### src/hw/mem_pkg.sv
// memory side definitions
// widths, icache geometry, bus commands and the FSM states of both clients

`default_nettype none

package mem_pkg;

	////////////////////////////////////////
	// widths
	////////////////////////////////////////

	// address width
	localparam int xlen = 32;
	// one memory block, also the data bus width
	localparam int block_bits = 64;
	// response and reply tag width, tag 0 means no response
	localparam int tag_bits = 4;

	////////////////////////////////////////
	// icache geometry
	////////////////////////////////////////

	localparam int icache_lines = 32;
	// index is address bits 7..3
	localparam int index_bits = 5;
	// byte offset inside a block, not used for access
	localparam int offset_bits = 3;
	// upper address bits kept per line
	localparam int line_tag_bits = xlen - index_bits - offset_bits;

	////////////////////////////////////////
	// encodings
	////////////////////////////////////////

	// memory bus command
	typedef enum logic [1:0] {
		bus_none  = 2'h0,
		bus_load  = 2'h1,
		bus_store = 2'h2
	} bus_command_t;

	// uncached data access sequencer
	typedef enum logic [1:0] {
		data_idle,
		data_request,
		data_wait
	} data_state_t;

	// icache miss handling
	typedef enum logic [1:0] {
		fill_idle,
		fill_request,
		fill_wait
	} fill_state_t;

endpackage

`default_nettype wire

### src/hw/icache.sv
// direct-mapped instruction cache
// hits are reported combinationally, a miss fetches the whole block
// over the shared memory bus and writes the line when its tag returns

`timescale 1ns/1ps
`default_nettype none

module icache import mem_pkg::*; (
	input  wire logic                  clock,
	input  wire logic                  reset,
	input  wire logic [xlen-1:0]       fetch_addr,
	output logic      [block_bits-1:0] fetch_data,
	output logic                       fetch_valid,
	output bus_command_t               cache_command,
	output logic      [xlen-1:0]       cache_addr,
	input  wire logic [tag_bits-1:0]   cache_response,
	input  wire logic [block_bits-1:0] mem_data,
	input  wire logic [tag_bits-1:0]   mem_tag
);

	////////////////////////////////////////
	// line storage
	////////////////////////////////////////

	logic [block_bits-1:0]    line_data [icache_lines];
	logic [line_tag_bits-1:0] line_tag  [icache_lines];
	logic [icache_lines-1:0]  line_valid;

	// fill bookkeeping
	fill_state_t         state;
	fill_state_t         next_state;
	logic [xlen-1:0]     fill_addr;
	logic [tag_bits-1:0] fill_tag;

	// lookup fields of the current fetch
	logic [index_bits-1:0]    fetch_index;
	logic [line_tag_bits-1:0] fetch_line_tag;
	logic                     hit;

	// fields of the block being filled
	logic [index_bits-1:0]    fill_index;
	logic [line_tag_bits-1:0] fill_line_tag;
	logic                     fill_accepted;
	logic                     fill_done;

	assign fetch_index    = fetch_addr[offset_bits +: index_bits];
	assign fetch_line_tag = fetch_addr[xlen-1 -: line_tag_bits];
	assign fill_index     = fill_addr[offset_bits +: index_bits];
	assign fill_line_tag  = fill_addr[xlen-1 -: line_tag_bits];

	////////////////////////////////////////
	// hit path
	////////////////////////////////////////

	assign hit = line_valid[fetch_index] && (line_tag[fetch_index] == fetch_line_tag);

	assign fetch_valid = hit;
	assign fetch_data  = line_data[fetch_index];

	////////////////////////////////////////
	// miss fill FSM
	////////////////////////////////////////

	// request follows the state only, so the bus is quiet right after reset
	assign cache_command = (state == fill_request) ? bus_load : bus_none;
	assign cache_addr    = fill_addr;

	assign fill_accepted = (state == fill_request) && (cache_response != '0);
	// tag 0 is never handed out, so a recorded tag can't match an idle bus
	assign fill_done     = (state == fill_wait) && (mem_tag == fill_tag);

	always_comb begin
		next_state = state;
		case (state)
			fill_idle: begin
				if (!hit) begin
					next_state = fill_request;
				end
			end
			fill_request: begin
				// hold the load until memory takes it
				if (fill_accepted) begin
					next_state = fill_wait;
				end
			end
			fill_wait: begin
				if (fill_done) begin
					next_state = fill_idle;
				end
			end
			default: next_state = fill_idle;
		endcase
	end

	always_ff @(posedge clock) begin
		if (reset) begin
			state <= fill_idle;
		end else begin
			state <= next_state;
		end
	end

	// block aligned miss address, kept for the whole fill
	always_ff @(posedge clock) begin
		if ((state == fill_idle) && !hit) begin
			fill_addr <= {fetch_addr[xlen-1:offset_bits], {offset_bits{1'b0}}};
		end
		if (fill_accepted) begin
			fill_tag <= cache_response;
		end
	end

	////////////////////////////////////////
	// line update
	////////////////////////////////////////

	always_ff @(posedge clock) begin
		if (fill_done) begin
			line_data[fill_index] <= mem_data;
			line_tag[fill_index]  <= fill_line_tag;
		end
	end

	// all lines invalid out of reset
	always_ff @(posedge clock) begin
		if (reset) begin
			line_valid <= '0;
		end else if (fill_done) begin
			line_valid[fill_index] <= 1'b1;
		end
	end

endmodule

`default_nettype wire

### src/hw/data_access_unit.sv
// uncached data access unit
// puts one load or store of a 64-bit block on the memory bus,
// retries while refused and waits for the tag of a load

`timescale 1ns/1ps
`default_nettype none

module data_access_unit import mem_pkg::*; (
	input  wire logic                  clock,
	input  wire logic                  reset,
	input  wire bus_command_t          data_command,
	input  wire logic [xlen-1:0]       data_addr,
	input  wire logic [block_bits-1:0] data_wdata,
	output logic      [block_bits-1:0] data_rdata,
	output logic                       data_done,
	output bus_command_t               unit_command,
	output logic      [xlen-1:0]       unit_addr,
	output logic      [block_bits-1:0] unit_wdata,
	input  wire logic [tag_bits-1:0]   unit_response,
	input  wire logic [block_bits-1:0] mem_data,
	input  wire logic [tag_bits-1:0]   mem_tag
);

	data_state_t           state;
	data_state_t           next_state;
	logic [tag_bits-1:0]   load_tag;
	logic [block_bits-1:0] rdata_hold;

	logic issuing;
	logic accepted;
	logic tag_match;

	////////////////////////////////////////
	// bus request
	////////////////////////////////////////

	// client holds its request stable, so it goes straight to the bus
	// in idle and again on every retry
	assign issuing  = (state != data_wait) && (data_command != bus_none);
	assign accepted = issuing && (unit_response != '0);

	assign unit_command = (state == data_wait) ? bus_none : data_command;
	assign unit_addr    = data_addr;
	assign unit_wdata   = data_wdata;

	// reply for our load, tag 0 never recorded
	assign tag_match = (state == data_wait) && (mem_tag == load_tag);

	////////////////////////////////////////
	// completion
	////////////////////////////////////////

	// store is done when taken, load when its tag shows up
	assign data_done  = (accepted && (data_command == bus_store)) || tag_match;
	assign data_rdata = tag_match ? mem_data : rdata_hold;

	always_comb begin
		next_state = state;
		case (state)
			data_idle, data_request: begin
				if (!issuing) begin
					next_state = data_idle;
				end else if (!accepted) begin
					// refused, keep asking
					next_state = data_request;
				end else if (data_command == bus_load) begin
					next_state = data_wait;
				end else begin
					next_state = data_idle;
				end
			end
			data_wait: begin
				if (tag_match) begin
					next_state = data_idle;
				end
			end
			default: next_state = data_idle;
		endcase
	end

	always_ff @(posedge clock) begin
		if (reset) begin
			state <= data_idle;
		end else begin
			state <= next_state;
		end
	end

	// tag of the accepted load and the last returned block
	always_ff @(posedge clock) begin
		if (accepted && (data_command == bus_load)) begin
			load_tag <= unit_response;
		end
		if (tag_match) begin
			rdata_hold <= mem_data;
		end
	end

endmodule

`default_nettype wire

### src/hw/mem_arbiter.sv
// single port memory controller
// data requests win over icache fills, the response goes back to the
// granted client only, reply data and tag are shared by both

`timescale 1ns/1ps
`default_nettype none

module mem_arbiter import mem_pkg::*; (
	input  wire bus_command_t          unit_command,
	input  wire logic [xlen-1:0]       unit_addr,
	input  wire logic [block_bits-1:0] unit_wdata,
	input  wire bus_command_t          cache_command,
	input  wire logic [xlen-1:0]       cache_addr,
	output logic      [tag_bits-1:0]   unit_response,
	output logic      [tag_bits-1:0]   cache_response,
	output bus_command_t               mem_command,
	output logic      [xlen-1:0]       mem_addr,
	output logic      [block_bits-1:0] mem_wdata,
	input  wire logic [tag_bits-1:0]   mem_response
);

	// data unit owns the bus whenever it asks
	logic unit_grant;

	assign unit_grant = (unit_command != bus_none);

	////////////////////////////////////////
	// request mux
	////////////////////////////////////////

	always_comb begin
		if (unit_grant) begin
			mem_command = unit_command;
			mem_addr    = unit_addr;
			mem_wdata   = unit_wdata;
		end else begin
			mem_command = cache_command;
			mem_addr    = cache_addr;
			// icache only loads
			mem_wdata   = '0;
		end
	end

	////////////////////////////////////////
	// response steering
	////////////////////////////////////////

	// the loser sees 0 and retries next cycle
	always_comb begin
		if (unit_grant) begin
			unit_response  = mem_response;
			cache_response = '0;
		end else begin
			unit_response  = '0;
			cache_response = mem_response;
		end
	end

endmodule

`default_nettype wire

### src/hw/mem_system.sv
// memory side top level
// icache and uncached data unit sharing one tagged memory port

`timescale 1ns/1ps
`default_nettype none

module mem_system import mem_pkg::*; (
	input  wire logic                  clock,
	input  wire logic                  reset,

	// fetch side
	input  wire logic [xlen-1:0]       fetch_addr,
	output logic      [block_bits-1:0] fetch_data,
	output logic                       fetch_valid,

	// data side
	input  wire bus_command_t          data_command,
	input  wire logic [xlen-1:0]       data_addr,
	input  wire logic [block_bits-1:0] data_wdata,
	output logic      [block_bits-1:0] data_rdata,
	output logic                       data_done,

	// memory side
	output bus_command_t               mem_command,
	output logic      [xlen-1:0]       mem_addr,
	output logic      [block_bits-1:0] mem_wdata,
	input  wire logic [tag_bits-1:0]   mem_response,
	input  wire logic [block_bits-1:0] mem_data,
	input  wire logic [tag_bits-1:0]   mem_tag
);

	// icache to controller
	bus_command_t        cache_command;
	logic [xlen-1:0]     cache_addr;
	logic [tag_bits-1:0] cache_response;

	// data unit to controller
	bus_command_t          unit_command;
	logic [xlen-1:0]       unit_addr;
	logic [block_bits-1:0] unit_wdata;
	logic [tag_bits-1:0]   unit_response;

	////////////////////////////////////////
	// clients
	////////////////////////////////////////

	icache icache_0 (
		.clock          (clock),
		.reset          (reset),
		.fetch_addr     (fetch_addr),
		.fetch_data     (fetch_data),
		.fetch_valid    (fetch_valid),
		.cache_command  (cache_command),
		.cache_addr     (cache_addr),
		.cache_response (cache_response),
		// replies broadcast, tag picks the owner
		.mem_data       (mem_data),
		.mem_tag        (mem_tag)
	);

	data_access_unit data_access_unit_0 (
		.clock         (clock),
		.reset         (reset),
		.data_command  (data_command),
		.data_addr     (data_addr),
		.data_wdata    (data_wdata),
		.data_rdata    (data_rdata),
		.data_done     (data_done),
		.unit_command  (unit_command),
		.unit_addr     (unit_addr),
		.unit_wdata    (unit_wdata),
		.unit_response (unit_response),
		.mem_data      (mem_data),
		.mem_tag       (mem_tag)
	);

	////////////////////////////////////////
	// memory port
	////////////////////////////////////////

	mem_arbiter mem_arbiter_0 (
		.unit_command   (unit_command),
		.unit_addr      (unit_addr),
		.unit_wdata     (unit_wdata),
		.cache_command  (cache_command),
		.cache_addr     (cache_addr),
		.unit_response  (unit_response),
		.cache_response (cache_response),
		.mem_command    (mem_command),
		.mem_addr       (mem_addr),
		.mem_wdata      (mem_wdata),
		.mem_response   (mem_response)
	);

endmodule

`default_nettype wire

### config.mk
export PLATFORM = sky130hd
export DESIGN_NAME = mem_system
export DESIGN_NICKNAME = d
export VERILOG_FILES = /design/src/hw/mem_pkg.sv /design/src/hw/icache.sv /design/src/hw/data_access_unit.sv /design/src/hw/mem_arbiter.sv /design/src/hw/mem_system.sv
export SDC_FILE = /design/constraint.sdc
export NUM_CORES = 2
export LEC_CHECK = 0
export BUFFER_PORTS_ARGS = -buffer_cell sky130_fd_sc_hd__buf_2
export CAP_MARGIN = 20
export CORE_MARGIN = 2
export CORE_UTILIZATION = 45
export DETAILED_ROUTE_END_ITERATION = 12
export GPL_TIMING_DRIVEN = 0
export MAX_ROUTING_LAYER = met4
export PLACE_DENSITY = 0.58
export SLEW_MARGIN = 40
export SYNTH_ARGS = -nofsm -noshare
export SYNTH_HDL_FRONTEND = slang
export SYNTH_SLANG_ARGS = --single-unit
### constraint.sdc
create_clock -name clock -period 12 [get_ports clock]
set_input_delay 1.8 -clock clock [delete_from_list [all_inputs] [get_ports clock]]
set_output_delay 1.8 -clock clock [all_outputs]
set_load 0.02 [all_outputs]
=== Word-level counts from Yosys, hierarchy flattened ===
Memory sizes are Yosys's and may differ from the RTL's.
Index checks and enable logic that the tools add are counted.

* Flip-flop bits (word level): 137
* Latch bits: 0
* Bits in writable memories: 2816
* Bits in read-only memories: 0
* Input bits: 204
* Word-level logic and storage cells: 70
* Memories kept: 2

* Add/sub/neg operators: 0
* Multipliers: 0
* Div/mod/pow operators: 0
* $lt $le $gt $ge: 3
* Eq/ne operators: 14
* Shift operators: 0
* Multiplexer cells: 23
* Bitwise gates (word level): 1
* Reduce and logical (&&, ||, !) cells: 20

{| class="wikitable"
|+ Memory list
! name !! depth !! width !! rd ports !! clocked after memory_dff !! wr ports !! line !! text
|-
| icache_0.line_data || 32 || 64 || 1 || 0 || 1 || icache.sv:25 || <nowiki>logic [block_bits-1:0] line_data [icache_lines];</nowiki>
|-
| icache_0.line_tag || 32 || 24 || 1 || 0 || 1 || icache.sv:26 || <nowiki>logic [line_tag_bits-1:0] line_tag [icache_lines];</nowiki>
|}

{| class="wikitable"
|+ Operators by type and width
! kind !! number
|-
| $mux W64 || 2
|-
| $mux W32 || 1
|-
| $or A32 B32 Y32 || 1
|-
| $eq A24 B24 Y1 || 1
|-
| $mux W2 || 9
|-
| $lt A5 B6 Y1 const B || 2
|-
| $logic_and A1 B1 Y1 || 10
|-
| $eq A4 B4 Y1 || 2
|-
| $mux W4 || 2
|-
| $reduce_bool A4 Y1 || 2
|-
| $eq A2 B1 Y1 const B || 3
|-
| $eq A2 B2 Y1 const B || 3
|-
| $ne A2 B1 Y1 const B || 3
|-
| $pmux W2 S3 || 1
|-
| $bmux W1 S5 || 1
|-
| $demux W1 S5 || 1
|-
| $ge A5 B1 Y1 const B || 1
|-
| $mux W1 || 5
|-
| $logic_not A2 Y1 || 2
|-
| $ne A2 B2 Y1 const B || 2
|-
| $pmux W2 S2 || 1
|-
| $reduce_bool A2 Y1 || 2
|-
| $reduce_and A3 Y1 || 1
|-
| $reduce_or A2 Y1 || 1
|-
| 2 further kinds || 2
|}

=== Longest topological paths before layout ===
* Depth in word-level cells: 9
* Depth in mapped cells: 15

=== By module ===
Synthesis repeated with hierarchy kept, for this count alone.

* Cells, all modules: 5009
* Area total of the unflattened synthesis: 113876.7 sq um

{| class="wikitable"
|+ By module, submodules not included
! module !! times used !! cells each !! area each (sq um)
|-
| icache || 1 || 4632 || 109671.4
|-
| data_access_unit || 1 || 257 || 3264.4
|-
| mem_arbiter || 1 || 120 || 940.9
|}

=== Worst setup path after synthesis ===
No wires, ideal clock.

* Path type: input to register
* Start: in mem_tag[2]
* End: mem icache_0.line_data[16][0], enable pin
* Setup time: 0.537 ns
* Data arrival time: 6.387 ns
* Data required time: 11.463 ns
* Slack: 5.076 ns
* Stages on the path: 6
* Buffers on the path: 0
* Cell sequence: xnor2_1 -> nand4_1 -> nor3b_1 -> nor2b_1 -> nand3b_1 -> nor2_1

* Longest elaborated chain between the ends: 4

{| class="wikitable"
|+ Ends and longest elaborated chain
! item !! line !! text
|-
| start, declared || mem_system.sv:29 || <nowiki>input wire logic [tag_bits-1:0] mem_tag</nowiki>
|-
| $eq A4 B4 Y1 || icache.sv:70 || <nowiki>assign fill_done = (state == fill_wait) && (mem_tag == fill_tag);</nowiki>
|-
| $logic_and A1 B1 Y1 || icache.sv:70 ||
|-
| $mux W1 || icache.sv:118 || <nowiki>if (fill_done) begin</nowiki>
|-
| $mux W1 (not written as such) || icache.sv:119 || <nowiki>line_data[fill_index] <= mem_data;</nowiki>
|-
| end, declared || icache.sv:25 ||
|}

No other way between the ends.

=== Final worst setup path ===
* Start: in fetch_addr[4]
* End: out fetch_valid

* Longest elaborated chain between the ends: 3
* Elaborated cells between the ends (all ways): 5
* Classes of those cells: eq/ne (1); mux (2); reduce/logical (1); memory (1)

{| class="wikitable"
|+ Ends and longest elaborated chain
! item !! line !! text
|-
| start, declared || mem_system.sv:12 || <nowiki>input wire logic [xlen-1:0] fetch_addr,</nowiki>
|-
| $mem_v2 Z32 W24 or $bmux W1 S5 (tied branches) || - ||
|-
| $eq A24 B24 Y1 or $mux W1 (tied branches) || icache.sv:55 || <nowiki>assign hit = line_valid[fetch_index] && (line_tag[fetch_index] == fetch_line_tag);</nowiki>
|-
| $logic_and A1 B1 Y1 (*) || icache.sv:55 ||
|-
| end, declared || mem_system.sv:14 || <nowiki>output logic fetch_valid,</nowiki>
|}

Mark *: on every way between the ends. The rest lies on a longest branch, timed or not. The select of a mux whose other input is x is not followed.

==> results by stage <==
Timing:
- The final count of pins violating max slew is 0.
- The final count of negative-setup-slack endpoints is 0.
- Based on the critical path, the design can be clocked at up to 0.1107 GHz.
- Setup repair after global routing left no endpoint under its margin.
- The final worst-path cycle share is 75.29%.
- The time the worst path needs with I/O delays and setup is 9.035 ns.
- For the final database, setup skew stands at 0.04792 ns.
- The worst pin sits at a relative slew slack of 38.63%.
- The transition time at the pin with the least slew margin is 0.9205 ns.
- The number of hold violations in the final report came to 0.

Synthesis:
- For this run, the leading register cell type out of synthesis is sky130_fd_sc_hd__edfxtp_1.
- Counting every net in the synthesized netlist gives 5194.
- The number of enable flip-flop cells after synthesis is 2853.
- By area the synthesized netlist is led by sky130_fd_sc_hd__edfxtp_1 (76%), sky130_fd_sc_hd__mux4_2 (16%), sky130_fd_sc_hd__dfxtp_1 (1.8%).
- The yosys synthesis warning count is 0.
- The netlist area before placement is 113000 sq um.
- The synthesized design contains 2953 register bits.
- In this run the biggest area consumer among cell types represents 75.85% of the synthesized area.
- The most area-hungry cell type in the Yosys netlist is sky130_fd_sc_hd__edfxtp_1.
- After synthesis, the share of flip-flops with an asynchronous set or reset is 0%.
- After technology mapping, the gate count stands at 4990.
- After synthesis, the netlist uses 65 different library cells.
- Sequential cells were found to cover 77.62% of the synthesized design area.
- The average instance area after synthesis is 22.64 sq um.

Pwr:
- The design draws 22610 uW.
- The leakage power of the design is 0.04552 uW.
- The largest voltage drop on the vdd net is 0.1695 mV.
- Dividing total power by cell area gives a power density of 164.5 nW/um^2.

Worst setup path:
- Of all nets on the critical path, the largest fanout is 10.
- By startpoint and endpoint, the worst setup path is classified as in -> out.
- The kind of end point of the critical path is an output port.
- Data arrives at the worst endpoint at 7.24 ns.
- The required time reported for the critical path endpoint is 10.20 ns.
- The startpoint class of the critical path is a primary input.

Finish:
- The combined area of the multi-input logic cells is 24300 sq um.
- The area of all placed cells without fillers is 137400 sq um.
- The number of cells in the finished layout apart from fillers is 9681.
- The final-stage net count is 6311.
- The growth of design area from synthesis to finish is 21.67%.
- The post-route netlist has 37.20% of its cells at a drive strength greater than 1.
- The flip-flop and latch area is 87670 sq um.
- The most common cell after layout, fill and taps aside is sky130_fd_sc_hd__edfxtp_1.
- After filler insertion, the fill cell instance count of the layout stands at 18770.
- The core utilization of the finished layout is 55.17%.
- The library cells used most frequently in the layout, excluding fill and tap cells, are sky130_fd_sc_hd__edfxtp_1 (2853), sky130_fd_sc_hd__mux4_2 (797), sky130_fd_sc_hd__buf_2 (549).

Floorplanning:
- From left edge to right edge, the die measures 505.0 microns.
- The overall die height is 505.0 microns.
- The number of top-level pins is 432.
- The floorplan step defined a die boundary enclosing 255000 sq um.
- The area of the placeable core is 249100 sq um.
- The placement row count is 183.
- The effective utilization at floorplan is 45.34%.

Worst hold path:
- The kind of path behind the tightest hold check is reg -> reg.

Detailed routing:
- The remaining number of nets flagged by the antenna check after routing is 0.
- For this block, the routed nets add up to 345.5 mm of wire.
- The post-detailed-route via-to-cell ratio is 6.100.
- The routed layout has 59060 vias.
- For this run, design rule violations remaining after detail routing come to 0.
- The pre-antenna-repair detailed-routing pass consisted of 7 iterations.
- The DRC violation total after the first TritonRoute iteration is 8037.
- The final routed wire length divided by cell count is 35.68 microns.

Clocking:
- Clock tree synthesis inserted a total of 326 buffers.
- Clock latency on the worst-skew pair, taken at its later pin, is 0.96 ns.
- The total clock sinks is 2953.
- Clock-pin slew was measured on the worst setup and hold paths at 0.06 ns.
- Buffers inserted to repair hold after CTS numbered 0.
- The buffers inserted during post-CTS setup optimization is 0.
- The TritonCTS clock tree is done.
- The tree is rooted in a sky130_fd_sc_hd__clkbuf_16.
- The number of buffers between clock root and the deepest sink is 4.
- CTS built an H-tree with a depth of 5.
- Once the clock tree was built, the resizer swapped 0 gates to a different size.

Status:
- The run finished with clean final reports.

Global route:
- In this run the most used layer during global routing was met2.
- In the global route stage, overall resource usage came out at 27.82%.
- After global routing the overflow that remains totals 0.
- The first global-routing pass estimated 475.1 mm of wire.
- For this run, global-route usage on met1 was measured as 37.68%.
- The met2 track demand over resource in global routing is 43.19%.
- The number of antenna violations at the first check in global routing is 20.
- The fraction of met3 tracks used by global routing is 4.838%.
- Entering global routing, the biggest net connects 34 pins.
- The via count of the first global-routing pass is 58750.

Placed design:
- After detailed placement, the total cell area comes to 127300 sq um.
- The instance count after placement with tap cells included is 9100.
- In this run the tool buffered the top-level ports with 427 buffer cells.
- The routability congestion estimate is 1.038.
- The HPWL after detailed placement is 240.9 mm.

Job:
- Across the run, the number of max-cap violations was 0.
## cells in the mapped netlist, drive strengths merged, types with 2 or more instances
master,instances
a221oi,13
and3,6
clkbuf,101
nor2b,16
a211o,2
nor3b,4
mux4,797
o2111ai,2
xor2,16
dfxtp,100
nor3,10
buf,156
a31oi,4
nor2,114
inv,12
mux2i,110
nand2b,14
edfxtp,2853
nand2,312
nand4,10
mux2,77
or2,2
nand3,15
o211ai,7
and2,80
a221o,2
and4,2
xnor2,16
a22oi,38
o21ai,21
nor4,6
a32oi,4
o22ai,6
a211oi,6
o21ba,7
a22o,5
nand3b,4
a21oi,17
o221ai,6
a2111oi,3
o21a,2
## cells by family after synthesis
logic type,share of synthesized area [%]
flip-flops,77.62
multiplexers,17.63
AND/OR/NAND/NOR,2.378
buffers and inverters,1.128
AO/OA/AOI/OAI,0.9947
XOR/XNOR,0.2481
## metrics by stage
| stage | hold WS [ns] | worst slack [ns] | TNS, ns |
|---|---|---|---|
| finish | 0.4540 | 2.965 | 0 |
| global route | 0.4790 | 2.911 | 0 |
| CTS | 0.4617 | 2.989 | 0 |
| detailed placement | 0.4533 | 3.008 | 0 |
| global placement | 0.4353 | -4.180 | -9061.75 |
| floorplan | 0.4241 | 5.076 | 0 |
## cell type report
type,count,area share (%)
flip-flops and latches,2953,63.79
multi-input cells,1767,17.68
repair buffers,789,7.154
clock buffers,418,6.361
well taps,3330,3.032
plain buffers,257,0.9969
clock inverters,144,0.9277
inverters,13,0.03551
diodes,10,0.01821
## final timing paths
kind / slack (ns) / to / depth (start not counted) / from
hold reg to reg: 0.45 / data_access_unit_0.state[0] / 1 / data_access_unit_0.state[1]
setup reg to reg: 7.40 / icache_0.cache_addr[21] / 12 / icache_0.line_tag[22][15]
hold / removal: 0.45 / data_access_unit_0.state[0] / 1 / data_access_unit_0.state[1]
setup / recovery: 2.96 / fetch_valid / 14 / fetch_addr[4]
## worst max-delay path: stages
cell and delay (ns):
sky130_fd_sc_hd__buf_2 0.11, sky130_fd_sc_hd__buf_6 0.17, sky130_fd_sc_hd__buf_2 0.44, sky130_fd_sc_hd__buf_4 0.39
sky130_fd_sc_hd__buf_2 0.41, sky130_fd_sc_hd__buf_2 0.42, sky130_fd_sc_hd__buf_2 0.67, sky130_fd_sc_hd__buf_2 0.70
sky130_fd_sc_hd__o211ai_1 0.19, sky130_fd_sc_hd__o211ai_1 0.28, sky130_fd_sc_hd__xnor2_1 0.17, sky130_fd_sc_hd__nand3_1 0.33
sky130_fd_sc_hd__nor4_4 0.76, sky130_fd_sc_hd__buf_2 0.30
## routing by layer
metal / wire length [microns] / up-vias
met3: 29680 / 569
met4: 12560 / 0
met1: 137000 / 32040
li1: - / 23230
met5: 0 / -
met2: 166200 / 3217
## power by group
group / internal (uW) / leakage (uW) / switching, uW
combinational: 558 / 0.0142 / 995
sequential: 11500 / 0.0265 / 59.9
clock: 5590 / 0.00488 / 3960
total: 17600 / 0.0455 / 5020
## flip-flops by register name, summed over array words and instances, names as in the netlist
signal and flops:
icache_0.line_data 2048, icache_0.state 2, icache_0.fill_tag 4, icache_0.line_valid 32, icache_0.cache_addr 29, icache_0.line_tag 768, data_access_unit_0.load_tag 4, data_access_unit_0.state 2
data_access_unit_0.rdata_hold 64
(Power assumes the default switching activity.)
